==> config.mk <==
export PLATFORM = sky130hd
export DESIGN_NAME = raster_setup
export DESIGN_NICKNAME = d
export VERILOG_FILES = /design/src/design/raster_geom_pkg.sv /design/src/design/raster_seq_pkg.sv /design/src/design/edge_eval.sv /design/src/design/raster_setup.sv /design/src/design/tri_capture.sv /design/src/design/tri_emit.sv
export VERILOG_INCLUDE_DIRS = /design/src /design/src/design
export SDC_FILE = /design/constraint.sdc
export NUM_CORES = 2
export LEC_CHECK = 0
export BUFFER_PORTS_ARGS = -buffer_cell sky130_fd_sc_hd__buf_2
export CAP_MARGIN = 20
export CORE_ASPECT_RATIO = 1.25
export CORE_MARGIN = 5
export CORE_UTILIZATION = 30
export CTS_CLUSTER_SIZE = 30
export DETAILED_ROUTE_END_ITERATION = 10
export HOLD_SLACK_MARGIN = 0.15
export PLACE_DENSITY = 0.42
export RECOVER_POWER = 25
export SLEW_MARGIN = 20
export SYNTH_ARGS = -nofsm -noshare
export SYNTH_HDL_FRONTEND = slang
export SYNTH_SLANG_ARGS = --single-unit
==> constraint.sdc <==
create_clock -name clk -period 38.2 [get_ports clk]
set_clock_uncertainty 0.05 [all_clocks]
set_input_delay 7.64 -clock clk [delete_from_list [all_inputs] [get_ports clk]]
set_output_delay 7.64 -clock clk [all_outputs]
set_load 0.05 [all_outputs]
==> src/design/raster_params.svh <==
`ifndef RASTER_PARAMS_SVH
`define RASTER_PARAMS_SVH

// Signed screen coordinate width
`define RS_COORD_W 12

// Screen size in pixels
`define RS_SCREEN_W 320
`define RS_SCREEN_H 320

`define RS_ID_W 16

// Three edges plus the area lane
`define RS_NUM_LANES 4

`endif

==> src/design/raster_geom_pkg.sv <==
`default_nettype none
`include "raster_params.svh"

package raster_geom_pkg;

    typedef logic signed [`RS_COORD_W-1:0] coord_t;

    // Edge function values and doubled area need the full product width
    typedef logic signed [2*`RS_COORD_W-1:0] edge_val_t;

    // Role of each edge lane, in lane order
    typedef enum logic [$clog2(`RS_NUM_LANES)-1:0] {
        LANE_E0   = 0,
        LANE_E1   = 1,
        LANE_E2   = 2,
        LANE_AREA = 3
    } lane_t;

endpackage

`default_nettype wire

==> src/design/raster_seq_pkg.sv <==
`default_nettype none
`include "raster_params.svh"

package raster_seq_pkg;

    typedef logic [`RS_ID_W-1:0] tri_id_t;

    // WAIT is the one-cycle retire slot after an emit or a drop
    typedef enum logic [1:0] {
        EMIT_IDLE,
        EMIT_WAIT,
        EMIT_HOLD
    } emit_state_t;

endpackage

`default_nettype wire

==> src/design/edge_eval.sv <==
`timescale 1ns/100ps
`default_nettype none

module edge_eval (
    input  wire logic                    clk,
    input  wire logic                    rstn,
    input  wire logic                    i_go,
    input  wire raster_geom_pkg::coord_t i_ax,
    input  wire raster_geom_pkg::coord_t i_ay,
    input  wire raster_geom_pkg::coord_t i_bx,
    input  wire raster_geom_pkg::coord_t i_by,
    input  wire raster_geom_pkg::coord_t i_px,
    input  wire raster_geom_pkg::coord_t i_py,
    output logic                         o_done,
    output raster_geom_pkg::edge_val_t   o_val,
    output raster_geom_pkg::coord_t      o_dx,
    output raster_geom_pkg::coord_t      o_dy
);

    raster_geom_pkg::edge_val_t ab_x;
    raster_geom_pkg::edge_val_t ab_y;
    raster_geom_pkg::edge_val_t ap_x;
    raster_geom_pkg::edge_val_t ap_y;
    raster_geom_pkg::edge_val_t prod_x;
    raster_geom_pkg::edge_val_t prod_y;

    // Differences sign-extended first so the products keep full width
    always_comb begin
        ab_x   = raster_geom_pkg::edge_val_t'(i_bx) - raster_geom_pkg::edge_val_t'(i_ax);
        ab_y   = raster_geom_pkg::edge_val_t'(i_by) - raster_geom_pkg::edge_val_t'(i_ay);
        ap_x   = raster_geom_pkg::edge_val_t'(i_px) - raster_geom_pkg::edge_val_t'(i_ax);
        ap_y   = raster_geom_pkg::edge_val_t'(i_py) - raster_geom_pkg::edge_val_t'(i_ay);
        prod_x = ap_x * ab_y;
        prod_y = ap_y * ab_x;
    end

    always_ff @(posedge clk) begin
        if (!rstn) begin
            o_done <= 1'b0;
        end else begin
            o_done <= i_go;
        end
    end

    // Results stay put until the next triangle
    always_ff @(posedge clk) begin
        if (i_go) begin
            o_val <= prod_x - prod_y;
            o_dx  <= raster_geom_pkg::coord_t'(ab_y);
            o_dy  <= raster_geom_pkg::coord_t'(-ab_x);
        end
    end

endmodule

`default_nettype wire

==> src/design/raster_setup.sv <==
`timescale 1ns/100ps
`default_nettype none
`include "raster_params.svh"

module raster_setup (
    input  wire logic                    clk,
    input  wire logic                    rstn,
    output logic                         o_ready,
    input  wire logic                    i_next,
    input  wire raster_geom_pkg::coord_t i_v0_x,
    input  wire raster_geom_pkg::coord_t i_v0_y,
    input  wire raster_geom_pkg::coord_t i_v1_x,
    input  wire raster_geom_pkg::coord_t i_v1_y,
    input  wire raster_geom_pkg::coord_t i_v2_x,
    input  wire raster_geom_pkg::coord_t i_v2_y,
    input  wire logic                    i_triangle_dv,
    input  wire logic                    i_triangle_last,
    output raster_geom_pkg::coord_t      o_bb_min_x,
    output raster_geom_pkg::coord_t      o_bb_min_y,
    output raster_geom_pkg::coord_t      o_bb_max_x,
    output raster_geom_pkg::coord_t      o_bb_max_y,
    output raster_geom_pkg::edge_val_t   o_edge_val0,
    output raster_geom_pkg::edge_val_t   o_edge_val1,
    output raster_geom_pkg::edge_val_t   o_edge_val2,
    output raster_geom_pkg::coord_t      o_edge_dx0,
    output raster_geom_pkg::coord_t      o_edge_dx1,
    output raster_geom_pkg::coord_t      o_edge_dx2,
    output raster_geom_pkg::coord_t      o_edge_dy0,
    output raster_geom_pkg::coord_t      o_edge_dy1,
    output raster_geom_pkg::coord_t      o_edge_dy2,
    output raster_seq_pkg::tri_id_t      o_id,
    output logic                         o_dv,
    output logic                         o_last,
    output logic                         o_finished_with_cull
);

    logic                       lane_go;
    raster_geom_pkg::coord_t    lane_ax [`RS_NUM_LANES];
    raster_geom_pkg::coord_t    lane_ay [`RS_NUM_LANES];
    raster_geom_pkg::coord_t    lane_bx [`RS_NUM_LANES];
    raster_geom_pkg::coord_t    lane_by [`RS_NUM_LANES];
    raster_geom_pkg::coord_t    lane_px [`RS_NUM_LANES];
    raster_geom_pkg::coord_t    lane_py [`RS_NUM_LANES];
    logic                       lane_done [`RS_NUM_LANES];
    raster_geom_pkg::edge_val_t lane_val [`RS_NUM_LANES];
    raster_geom_pkg::coord_t    lane_dx [`RS_NUM_LANES];
    raster_geom_pkg::coord_t    lane_dy [`RS_NUM_LANES];
    raster_geom_pkg::edge_val_t edge_val [3];
    raster_geom_pkg::coord_t    edge_dx [3];
    raster_geom_pkg::coord_t    edge_dy [3];
    raster_geom_pkg::coord_t    bb_min_x;
    raster_geom_pkg::coord_t    bb_min_y;
    raster_geom_pkg::coord_t    bb_max_x;
    raster_geom_pkg::coord_t    bb_max_y;
    logic                       bb_valid;
    logic                       tri_last;
    logic                       retire;

    tri_capture u_tri_capture (
        .clk             (clk),
        .rstn            (rstn),
        .i_triangle_dv   (i_triangle_dv),
        .i_triangle_last (i_triangle_last),
        .i_v0_x          (i_v0_x),
        .i_v0_y          (i_v0_y),
        .i_v1_x          (i_v1_x),
        .i_v1_y          (i_v1_y),
        .i_v2_x          (i_v2_x),
        .i_v2_y          (i_v2_y),
        .i_retire        (retire),
        .o_ready         (o_ready),
        .o_lane_go       (lane_go),
        .o_lane_ax       (lane_ax),
        .o_lane_ay       (lane_ay),
        .o_lane_bx       (lane_bx),
        .o_lane_by       (lane_by),
        .o_lane_px       (lane_px),
        .o_lane_py       (lane_py),
        .o_bb_min_x      (bb_min_x),
        .o_bb_min_y      (bb_min_y),
        .o_bb_max_x      (bb_max_x),
        .o_bb_max_y      (bb_max_y),
        .o_bb_valid      (bb_valid),
        .o_last          (tri_last)
    );

    for (genvar k = 0; k < `RS_NUM_LANES; k++) begin : g_lane
        edge_eval u_edge_eval (
            .clk    (clk),
            .rstn   (rstn),
            .i_go   (lane_go),
            .i_ax   (lane_ax[k]),
            .i_ay   (lane_ay[k]),
            .i_bx   (lane_bx[k]),
            .i_by   (lane_by[k]),
            .i_px   (lane_px[k]),
            .i_py   (lane_py[k]),
            .o_done (lane_done[k]),
            .o_val  (lane_val[k]),
            .o_dx   (lane_dx[k]),
            .o_dy   (lane_dy[k])
        );
    end

    for (genvar e = 0; e < 3; e++) begin : g_edge
        assign edge_val[e] = lane_val[e];
        assign edge_dx[e]  = lane_dx[e];
        assign edge_dy[e]  = lane_dy[e];
    end

    // Lanes run in lockstep, lane 0 done stands for all of them
    tri_emit u_tri_emit (
        .clk                  (clk),
        .rstn                 (rstn),
        .i_lane_done          (lane_done[0]),
        .i_area               (lane_val[raster_geom_pkg::LANE_AREA]),
        .i_edge_val           (edge_val),
        .i_edge_dx            (edge_dx),
        .i_edge_dy            (edge_dy),
        .i_bb_min_x           (bb_min_x),
        .i_bb_min_y           (bb_min_y),
        .i_bb_max_x           (bb_max_x),
        .i_bb_max_y           (bb_max_y),
        .i_bb_valid           (bb_valid),
        .i_last               (tri_last),
        .i_next               (i_next),
        .o_retire             (retire),
        .o_bb_min_x           (o_bb_min_x),
        .o_bb_min_y           (o_bb_min_y),
        .o_bb_max_x           (o_bb_max_x),
        .o_bb_max_y           (o_bb_max_y),
        .o_edge_val0          (o_edge_val0),
        .o_edge_val1          (o_edge_val1),
        .o_edge_val2          (o_edge_val2),
        .o_edge_dx0           (o_edge_dx0),
        .o_edge_dx1           (o_edge_dx1),
        .o_edge_dx2           (o_edge_dx2),
        .o_edge_dy0           (o_edge_dy0),
        .o_edge_dy1           (o_edge_dy1),
        .o_edge_dy2           (o_edge_dy2),
        .o_id                 (o_id),
        .o_dv                 (o_dv),
        .o_last               (o_last),
        .o_finished_with_cull (o_finished_with_cull)
    );

endmodule

`default_nettype wire

==> src/design/tri_capture.sv <==
`timescale 1ns/100ps
`default_nettype none
`include "raster_params.svh"

module tri_capture (
    input  wire logic                    clk,
    input  wire logic                    rstn,
    input  wire logic                    i_triangle_dv,
    input  wire logic                    i_triangle_last,
    input  wire raster_geom_pkg::coord_t i_v0_x,
    input  wire raster_geom_pkg::coord_t i_v0_y,
    input  wire raster_geom_pkg::coord_t i_v1_x,
    input  wire raster_geom_pkg::coord_t i_v1_y,
    input  wire raster_geom_pkg::coord_t i_v2_x,
    input  wire raster_geom_pkg::coord_t i_v2_y,
    input  wire logic                    i_retire,
    output logic                         o_ready,
    output logic                         o_lane_go,
    output raster_geom_pkg::coord_t      o_lane_ax [`RS_NUM_LANES],
    output raster_geom_pkg::coord_t      o_lane_ay [`RS_NUM_LANES],
    output raster_geom_pkg::coord_t      o_lane_bx [`RS_NUM_LANES],
    output raster_geom_pkg::coord_t      o_lane_by [`RS_NUM_LANES],
    output raster_geom_pkg::coord_t      o_lane_px [`RS_NUM_LANES],
    output raster_geom_pkg::coord_t      o_lane_py [`RS_NUM_LANES],
    output raster_geom_pkg::coord_t      o_bb_min_x,
    output raster_geom_pkg::coord_t      o_bb_min_y,
    output raster_geom_pkg::coord_t      o_bb_max_x,
    output raster_geom_pkg::coord_t      o_bb_max_y,
    output logic                         o_bb_valid,
    output logic                         o_last
);

    logic                    busy;
    logic                    accept;
    raster_geom_pkg::coord_t vx [3];
    raster_geom_pkg::coord_t vy [3];
    raster_geom_pkg::coord_t raw_min_x;
    raster_geom_pkg::coord_t raw_min_y;
    raster_geom_pkg::coord_t raw_max_x;
    raster_geom_pkg::coord_t raw_max_y;
    raster_geom_pkg::coord_t clip_min_x;
    raster_geom_pkg::coord_t clip_min_y;
    raster_geom_pkg::coord_t clip_max_x;
    raster_geom_pkg::coord_t clip_max_y;

    function automatic raster_geom_pkg::coord_t min3(input raster_geom_pkg::coord_t v [3]);
        raster_geom_pkg::coord_t m;
        m = (v[0] < v[1]) ? v[0] : v[1];
        return (m < v[2]) ? m : v[2];
    endfunction

    function automatic raster_geom_pkg::coord_t max3(input raster_geom_pkg::coord_t v [3]);
        raster_geom_pkg::coord_t m;
        m = (v[0] > v[1]) ? v[0] : v[1];
        return (m > v[2]) ? m : v[2];
    endfunction

    assign vx = '{i_v0_x, i_v1_x, i_v2_x};
    assign vy = '{i_v0_y, i_v1_y, i_v2_y};

    // Box of the incoming vertices, clamped to the screen
    always_comb begin
        raw_min_x  = min3(vx);
        raw_min_y  = min3(vy);
        raw_max_x  = max3(vx);
        raw_max_y  = max3(vy);
        clip_min_x = (raw_min_x < 0) ? '0 : raw_min_x;
        clip_min_y = (raw_min_y < 0) ? '0 : raw_min_y;
        clip_max_x = (raw_max_x > `RS_SCREEN_W) ?
                     raster_geom_pkg::coord_t'(`RS_SCREEN_W) : raw_max_x;
        clip_max_y = (raw_max_y > `RS_SCREEN_H) ?
                     raster_geom_pkg::coord_t'(`RS_SCREEN_H) : raw_max_y;
    end

    assign accept  = i_triangle_dv && !busy;
    assign o_ready = !busy;

    always_ff @(posedge clk) begin
        if (!rstn) begin
            busy       <= 1'b0;
            o_lane_go  <= 1'b0;
            o_bb_valid <= 1'b0;
            o_last     <= 1'b0;
        end else begin
            o_lane_go <= accept;
            if (accept) begin
                busy       <= 1'b1;
                o_bb_valid <= (clip_min_x <= clip_max_x) && (clip_min_y <= clip_max_y);
                o_last     <= i_triangle_last;
            end else if (i_retire) begin
                busy <= 1'b0;
            end
        end
    end

    always_ff @(posedge clk) begin
        if (accept) begin
            o_bb_min_x <= clip_min_x;
            o_bb_min_y <= clip_min_y;
            o_bb_max_x <= clip_max_x;
            o_bb_max_y <= clip_max_y;
            for (int k = 0; k < `RS_NUM_LANES; k++) begin
                if (raster_geom_pkg::lane_t'(k) == raster_geom_pkg::LANE_AREA) begin
                    // Edge v0 to v1 taken at v2
                    o_lane_ax[k] <= vx[0];
                    o_lane_ay[k] <= vy[0];
                    o_lane_bx[k] <= vx[1];
                    o_lane_by[k] <= vy[1];
                    o_lane_px[k] <= vx[2];
                    o_lane_py[k] <= vy[2];
                end else begin
                    o_lane_ax[k] <= vx[k % 3];
                    o_lane_ay[k] <= vy[k % 3];
                    o_lane_bx[k] <= vx[(k + 1) % 3];
                    o_lane_by[k] <= vy[(k + 1) % 3];
                    o_lane_px[k] <= clip_min_x;
                    o_lane_py[k] <= clip_min_y;
                end
            end
        end
    end

endmodule

`default_nettype wire

==> src/design/tri_emit.sv <==
`timescale 1ns/100ps
`default_nettype none

module tri_emit (
    input  wire logic                       clk,
    input  wire logic                       rstn,
    input  wire logic                       i_lane_done,
    input  wire raster_geom_pkg::edge_val_t i_area,
    input  wire raster_geom_pkg::edge_val_t i_edge_val [3],
    input  wire raster_geom_pkg::coord_t    i_edge_dx [3],
    input  wire raster_geom_pkg::coord_t    i_edge_dy [3],
    input  wire raster_geom_pkg::coord_t    i_bb_min_x,
    input  wire raster_geom_pkg::coord_t    i_bb_min_y,
    input  wire raster_geom_pkg::coord_t    i_bb_max_x,
    input  wire raster_geom_pkg::coord_t    i_bb_max_y,
    input  wire logic                       i_bb_valid,
    input  wire logic                       i_last,
    input  wire logic                       i_next,
    output logic                            o_retire,
    output raster_geom_pkg::coord_t         o_bb_min_x,
    output raster_geom_pkg::coord_t         o_bb_min_y,
    output raster_geom_pkg::coord_t         o_bb_max_x,
    output raster_geom_pkg::coord_t         o_bb_max_y,
    output raster_geom_pkg::edge_val_t      o_edge_val0,
    output raster_geom_pkg::edge_val_t      o_edge_val1,
    output raster_geom_pkg::edge_val_t      o_edge_val2,
    output raster_geom_pkg::coord_t         o_edge_dx0,
    output raster_geom_pkg::coord_t         o_edge_dx1,
    output raster_geom_pkg::coord_t         o_edge_dx2,
    output raster_geom_pkg::coord_t         o_edge_dy0,
    output raster_geom_pkg::coord_t         o_edge_dy1,
    output raster_geom_pkg::coord_t         o_edge_dy2,
    output raster_seq_pkg::tri_id_t         o_id,
    output logic                            o_dv,
    output logic                            o_last,
    output logic                            o_finished_with_cull
);

    raster_seq_pkg::emit_state_t state;
    raster_seq_pkg::tri_id_t     next_id;
    logic                        cull;
    logic                        fire;

    // Back-facing, degenerate or fully off screen
    assign cull = (i_area <= 0) || !i_bb_valid;

    // Lane and box registers hold until retire, so HOLD reads them directly
    assign fire = i_next && ((state == raster_seq_pkg::EMIT_IDLE && i_lane_done) ||
                             state == raster_seq_pkg::EMIT_HOLD);

    assign o_retire = (state == raster_seq_pkg::EMIT_WAIT);

    always_ff @(posedge clk) begin
        if (!rstn) begin
            state                <= raster_seq_pkg::EMIT_IDLE;
            next_id              <= '0;
            o_dv                 <= 1'b0;
            o_last               <= 1'b0;
            o_finished_with_cull <= 1'b0;
        end else begin
            o_dv                 <= fire && !cull;
            o_finished_with_cull <= fire && cull && i_last;
            case (state)
                raster_seq_pkg::EMIT_IDLE: begin
                    if (i_lane_done) begin
                        state <= i_next ? raster_seq_pkg::EMIT_WAIT : raster_seq_pkg::EMIT_HOLD;
                    end
                end
                raster_seq_pkg::EMIT_HOLD: begin
                    if (i_next) begin
                        state <= raster_seq_pkg::EMIT_WAIT;
                    end
                end
                default: begin
                    state <= raster_seq_pkg::EMIT_IDLE;
                end
            endcase
            if (fire) begin
                // A last triangle restarts the sequence even when dropped
                if (i_last) begin
                    next_id <= '0;
                end else if (!cull) begin
                    next_id <= next_id + 1'b1;
                end
                if (!cull) begin
                    o_last <= i_last;
                end
            end
        end
    end

    always_ff @(posedge clk) begin
        if (fire && !cull) begin
            o_bb_min_x  <= i_bb_min_x;
            o_bb_min_y  <= i_bb_min_y;
            o_bb_max_x  <= i_bb_max_x;
            o_bb_max_y  <= i_bb_max_y;
            o_edge_val0 <= i_edge_val[0];
            o_edge_val1 <= i_edge_val[1];
            o_edge_val2 <= i_edge_val[2];
            o_edge_dx0  <= i_edge_dx[0];
            o_edge_dx1  <= i_edge_dx[1];
            o_edge_dx2  <= i_edge_dx[2];
            o_edge_dy0  <= i_edge_dy[0];
            o_edge_dy1  <= i_edge_dy[1];
            o_edge_dy2  <= i_edge_dy[2];
            o_id        <= next_id;
        end
    end

endmodule

`default_nettype wire

==> flow_metrics.env <==
export IMPL_max_freq_ghz=0.0676
export IMPL_ys_dominant_reg_cell="edfxtp_1"
export IMPL_hp_class="register to register"
export IMPL_crit_required_ns=38.78
export IMPL_drt_iter0_markers=2790
export IMPL_maxSlewViolCount=177
export IMPL_die_area_um2=270000
export IMPL_synth_distinct_cells=94
export IMPL_root_buffer="clkbuf_16"
export IMPL_slew_headroom_pct=-116
export IMPL_grt_overflow_total=0
export IMPL_path_max_fanout=34
export IMPL_first_pass_iters=5
export IMPL_mostFrequentLayoutCell="inv_1"
export IMPL_cts_tree="built"
export IMPL_drive_above_1_share_pct=8.16
export IMPL_cp_start_kind="primary input"
export IMPL_postSynthAreaPerCell_um2=9.89
export IMPL_clkLatencyLatePin_ns=0.72
export IMPL_worst_path_max_delay_cell="or4_1"
export IMPL_setup_viol=0
export IMPL_endpoint_kind="register"
export IMPL_clock_sinks=518
export IMPL_path_buf_inv=6
export IMPL_grt_max_degree=105
export IMPL_grt_pass1_wl_um=405000
export IMPL_cts_resized=0
export IMPL_die_width_um=466
export IMPL_cp_slowest_stage_delay_ns=0.53
export IMPL_cts_hold_buf=0
export IMPL_ant_nets=0
export IMPL_post_cts_buffers=0
export IMPL_ys_seq_area_share_pct=19.7
export IMPL_drt_met1_wl_um=112000
export IMPL_cts_max_level=3
export IMPL_fin_crit_sh_pct=38.7
export IMPL_clkTransAtPathRegs_ns=0.07
export IMPL_rsz0062_at_grt="false"
export IMPL_first_global_vias=60710
export IMPL_synth_edf_count=492
export IMPL_dp_cells=11493
export IMPL_antenna_found_initial=20
export IMPL_setup_tns_ns=0
export IMPL_crit_family="compound AO/OA/AOI/OAI gates"
export IMPL_ys_warn_count=0
export IMPL_status="complete, but fails checks"
export IMPL_post_drt_wl_per_cell_um=23.4
export IMPL_worst_pin_slew_ns=3.24
export IMPL_cap_violations=4
export IMPL_ys_ff_latch=518
export IMPL_dp_hpwl_um=228000
export IMPL_final_cell_mix="inv_1 (1843), fa_1 (1414), nand2_1 (772)"
export IMPL_finalCriticalPeriod_ns=14.78
export IMPL_min_delay_start="u_tri_capture.o_bb_max_y[10]"
export IMPL_numPortBuffers=286
export IMPL_path_class="primary input to register"
export IMPL_synth_area_top_cells="fa_1 (36%), edfxtp_1 (19%), ha_1 (11%), inv_1 (8.9%), nand2_1 (3.7%)"
export IMPL_floorplan_initialDensity_pct=30.1
export IMPL_grt_total_usage_pct=20.4
export IMPL_yosysTopAreaCell="fa_1"
export IMPL_chipHeight_um=579
export IMPL_numCtsBuffers=66
export IMPL_clockBufferDepth=3
export IMPL_n_fill_cell=26699
export IMPL_hold_viol=0
export IMPL_met2_length_um=140000
export IMPL_whs_ns=0.357
export IMPL_top_layer="met4"
export IMPL_violations="max-capacitance violations, max-slew violations"
export IMPL_io_pins=289
export IMPL_place_congestion=0.887
export IMPL_mappedNetlistArea_um2=77800
export IMPL_dpl_cell_area_um2=84300
export IMPL_design_area_um2=86700
export IMPL_vias=54725
export IMPL_layout_nets=10391
export IMPL_cp_arrival_ns=15.36
export IMPL_cp_common_cell="o21a_1"
export IMPL_synthCells=7872
export IMPL_coreArea_um2=259000
export IMPL_wl_met3_um=9200
export IMPL_crit_start="i_v1_x[8]"
export IMPL_synth_async_sr_flop_share_pct=0
export IMPL_fin_cells=11620
export IMPL_synth_top_area_share_pct=36.4
export IMPL_drt_total_wl_um=272000
export IMPL_via_per_inst=4.71
export IMPL_rows=209
export IMPL_reg2reg_from="u_tri_capture.o_lane_ax[37]"
export IMPL_drc=0
export IMPL_areaGrowthSynthToFinish_pct=11.4
-- logic make-up (layout without fill, tap and decap cells) --
group | Yosys count | in the layout | share of synthesized area, %
AND/OR/NAND/NOR | 2072 | 2072 | 11.8
other | 1 | 8 | 0.00482
flip-flops | 518 | 518 | 19.7
AO/OA/AOI/OAI | 670 | 670 | 5.76
buffers and inverters | 2057 | 2422 | 9.95
multiplexers | 25 | 25 | 0.334
adder cells (fa/ha/maj) | 2128 | 2128 | 47.9
XOR/XNOR | 401 | 401 | 4.67
-- cell type report --
class | count | area, µm² | share of cell area [%]
Multi-Input combinational cell | 5298 | 55200 | 63.6
Sequential cell | 518 | 15300 | 17.6
Inverter | 1854 | 6960 | 8.03
Tap cell | 3376 | 4220 | 4.87
Timing Repair Buffer | 448 | 2650 | 3.05
Clock buffer | 74 | 1700 | 1.96
Clock inverter | 46 | 686 | 0.791
Antenna cell | 6 | 15.0 | 0.0173
-- metal layers --
metal | GRT usage [%] | vias to the layer above
met1 | 25.3 | 28492
li1 | - | 24783
met3 | 2.03 | 304
met2 | 37.2 | 1146
met5 | 0 | -
met4 | 6.75 | 0
-- stage by stage --
step,setup slack [ns],util [%]
floorplan,20.56,-
global placement,22.55,32.5
global route,22.87,33.5
detailed placement,22.64,32.5
finish,23.42,33.5
CTS,23.43,33.5
-- worst paths after layout --
path              cells after the start                              end  slack, ns
setup reg to reg                     34  g_lane[3].u_edge_eval.o_val[23]      27.21
setup / recovery                     36         u_tri_capture.o_bb_valid      23.42
hold reg to reg                       0        u_tri_emit.o_bb_max_y[10]       0.36
hold / removal                        0        u_tri_emit.o_bb_max_y[10]       0.36
-- synth_stat cells (72+ instances only) --
library cell,instances
a21o_1,72
a21oi_1,175
and2_1,109
clkbuf_1,190
edfxtp_1,492
fa_1,1414
ha_1,714
inv_1,1843
nand2_1,772
nand2b_1,102
nand3_1,72
nor2_1,695
nor2b_1,87
nor3_1,72
o21ai_0,123
xnor2_1,286
xor2_1,105
-- sequential cells by signal, indices dropped and copies added, names as in the netlist, 12 cells and up --
register / flops
g_lane.u_edge_eval.o_dx: 36
u_tri_capture.o_bb_max_x: 12
u_tri_emit.o_edge_val2: 24
u_tri_emit.o_edge_dx2: 12
u_tri_emit.o_edge_dy1: 12
u_tri_emit.o_edge_dy2: 12
u_tri_emit.next_id: 16
g_lane.u_edge_eval.o_dy: 36
u_tri_emit.o_edge_dx1: 12
u_tri_emit.o_edge_val1: 24
u_tri_emit.o_edge_val0: 24
u_tri_emit.o_bb_max_x: 12
u_tri_capture.o_lane_ay: 36
u_tri_capture.o_lane_ax: 36
g_lane.u_edge_eval.o_val: 96
u_tri_capture.o_bb_max_y: 12
u_tri_emit.o_edge_dy0: 12
u_tri_emit.o_id: 16
u_tri_emit.o_bb_max_y: 12
u_tri_emit.o_edge_dx0: 12
Power is left out: the tool's default activity adds up to more than one toggle a clock period on the data nets, which glitch-free logic cannot reach.
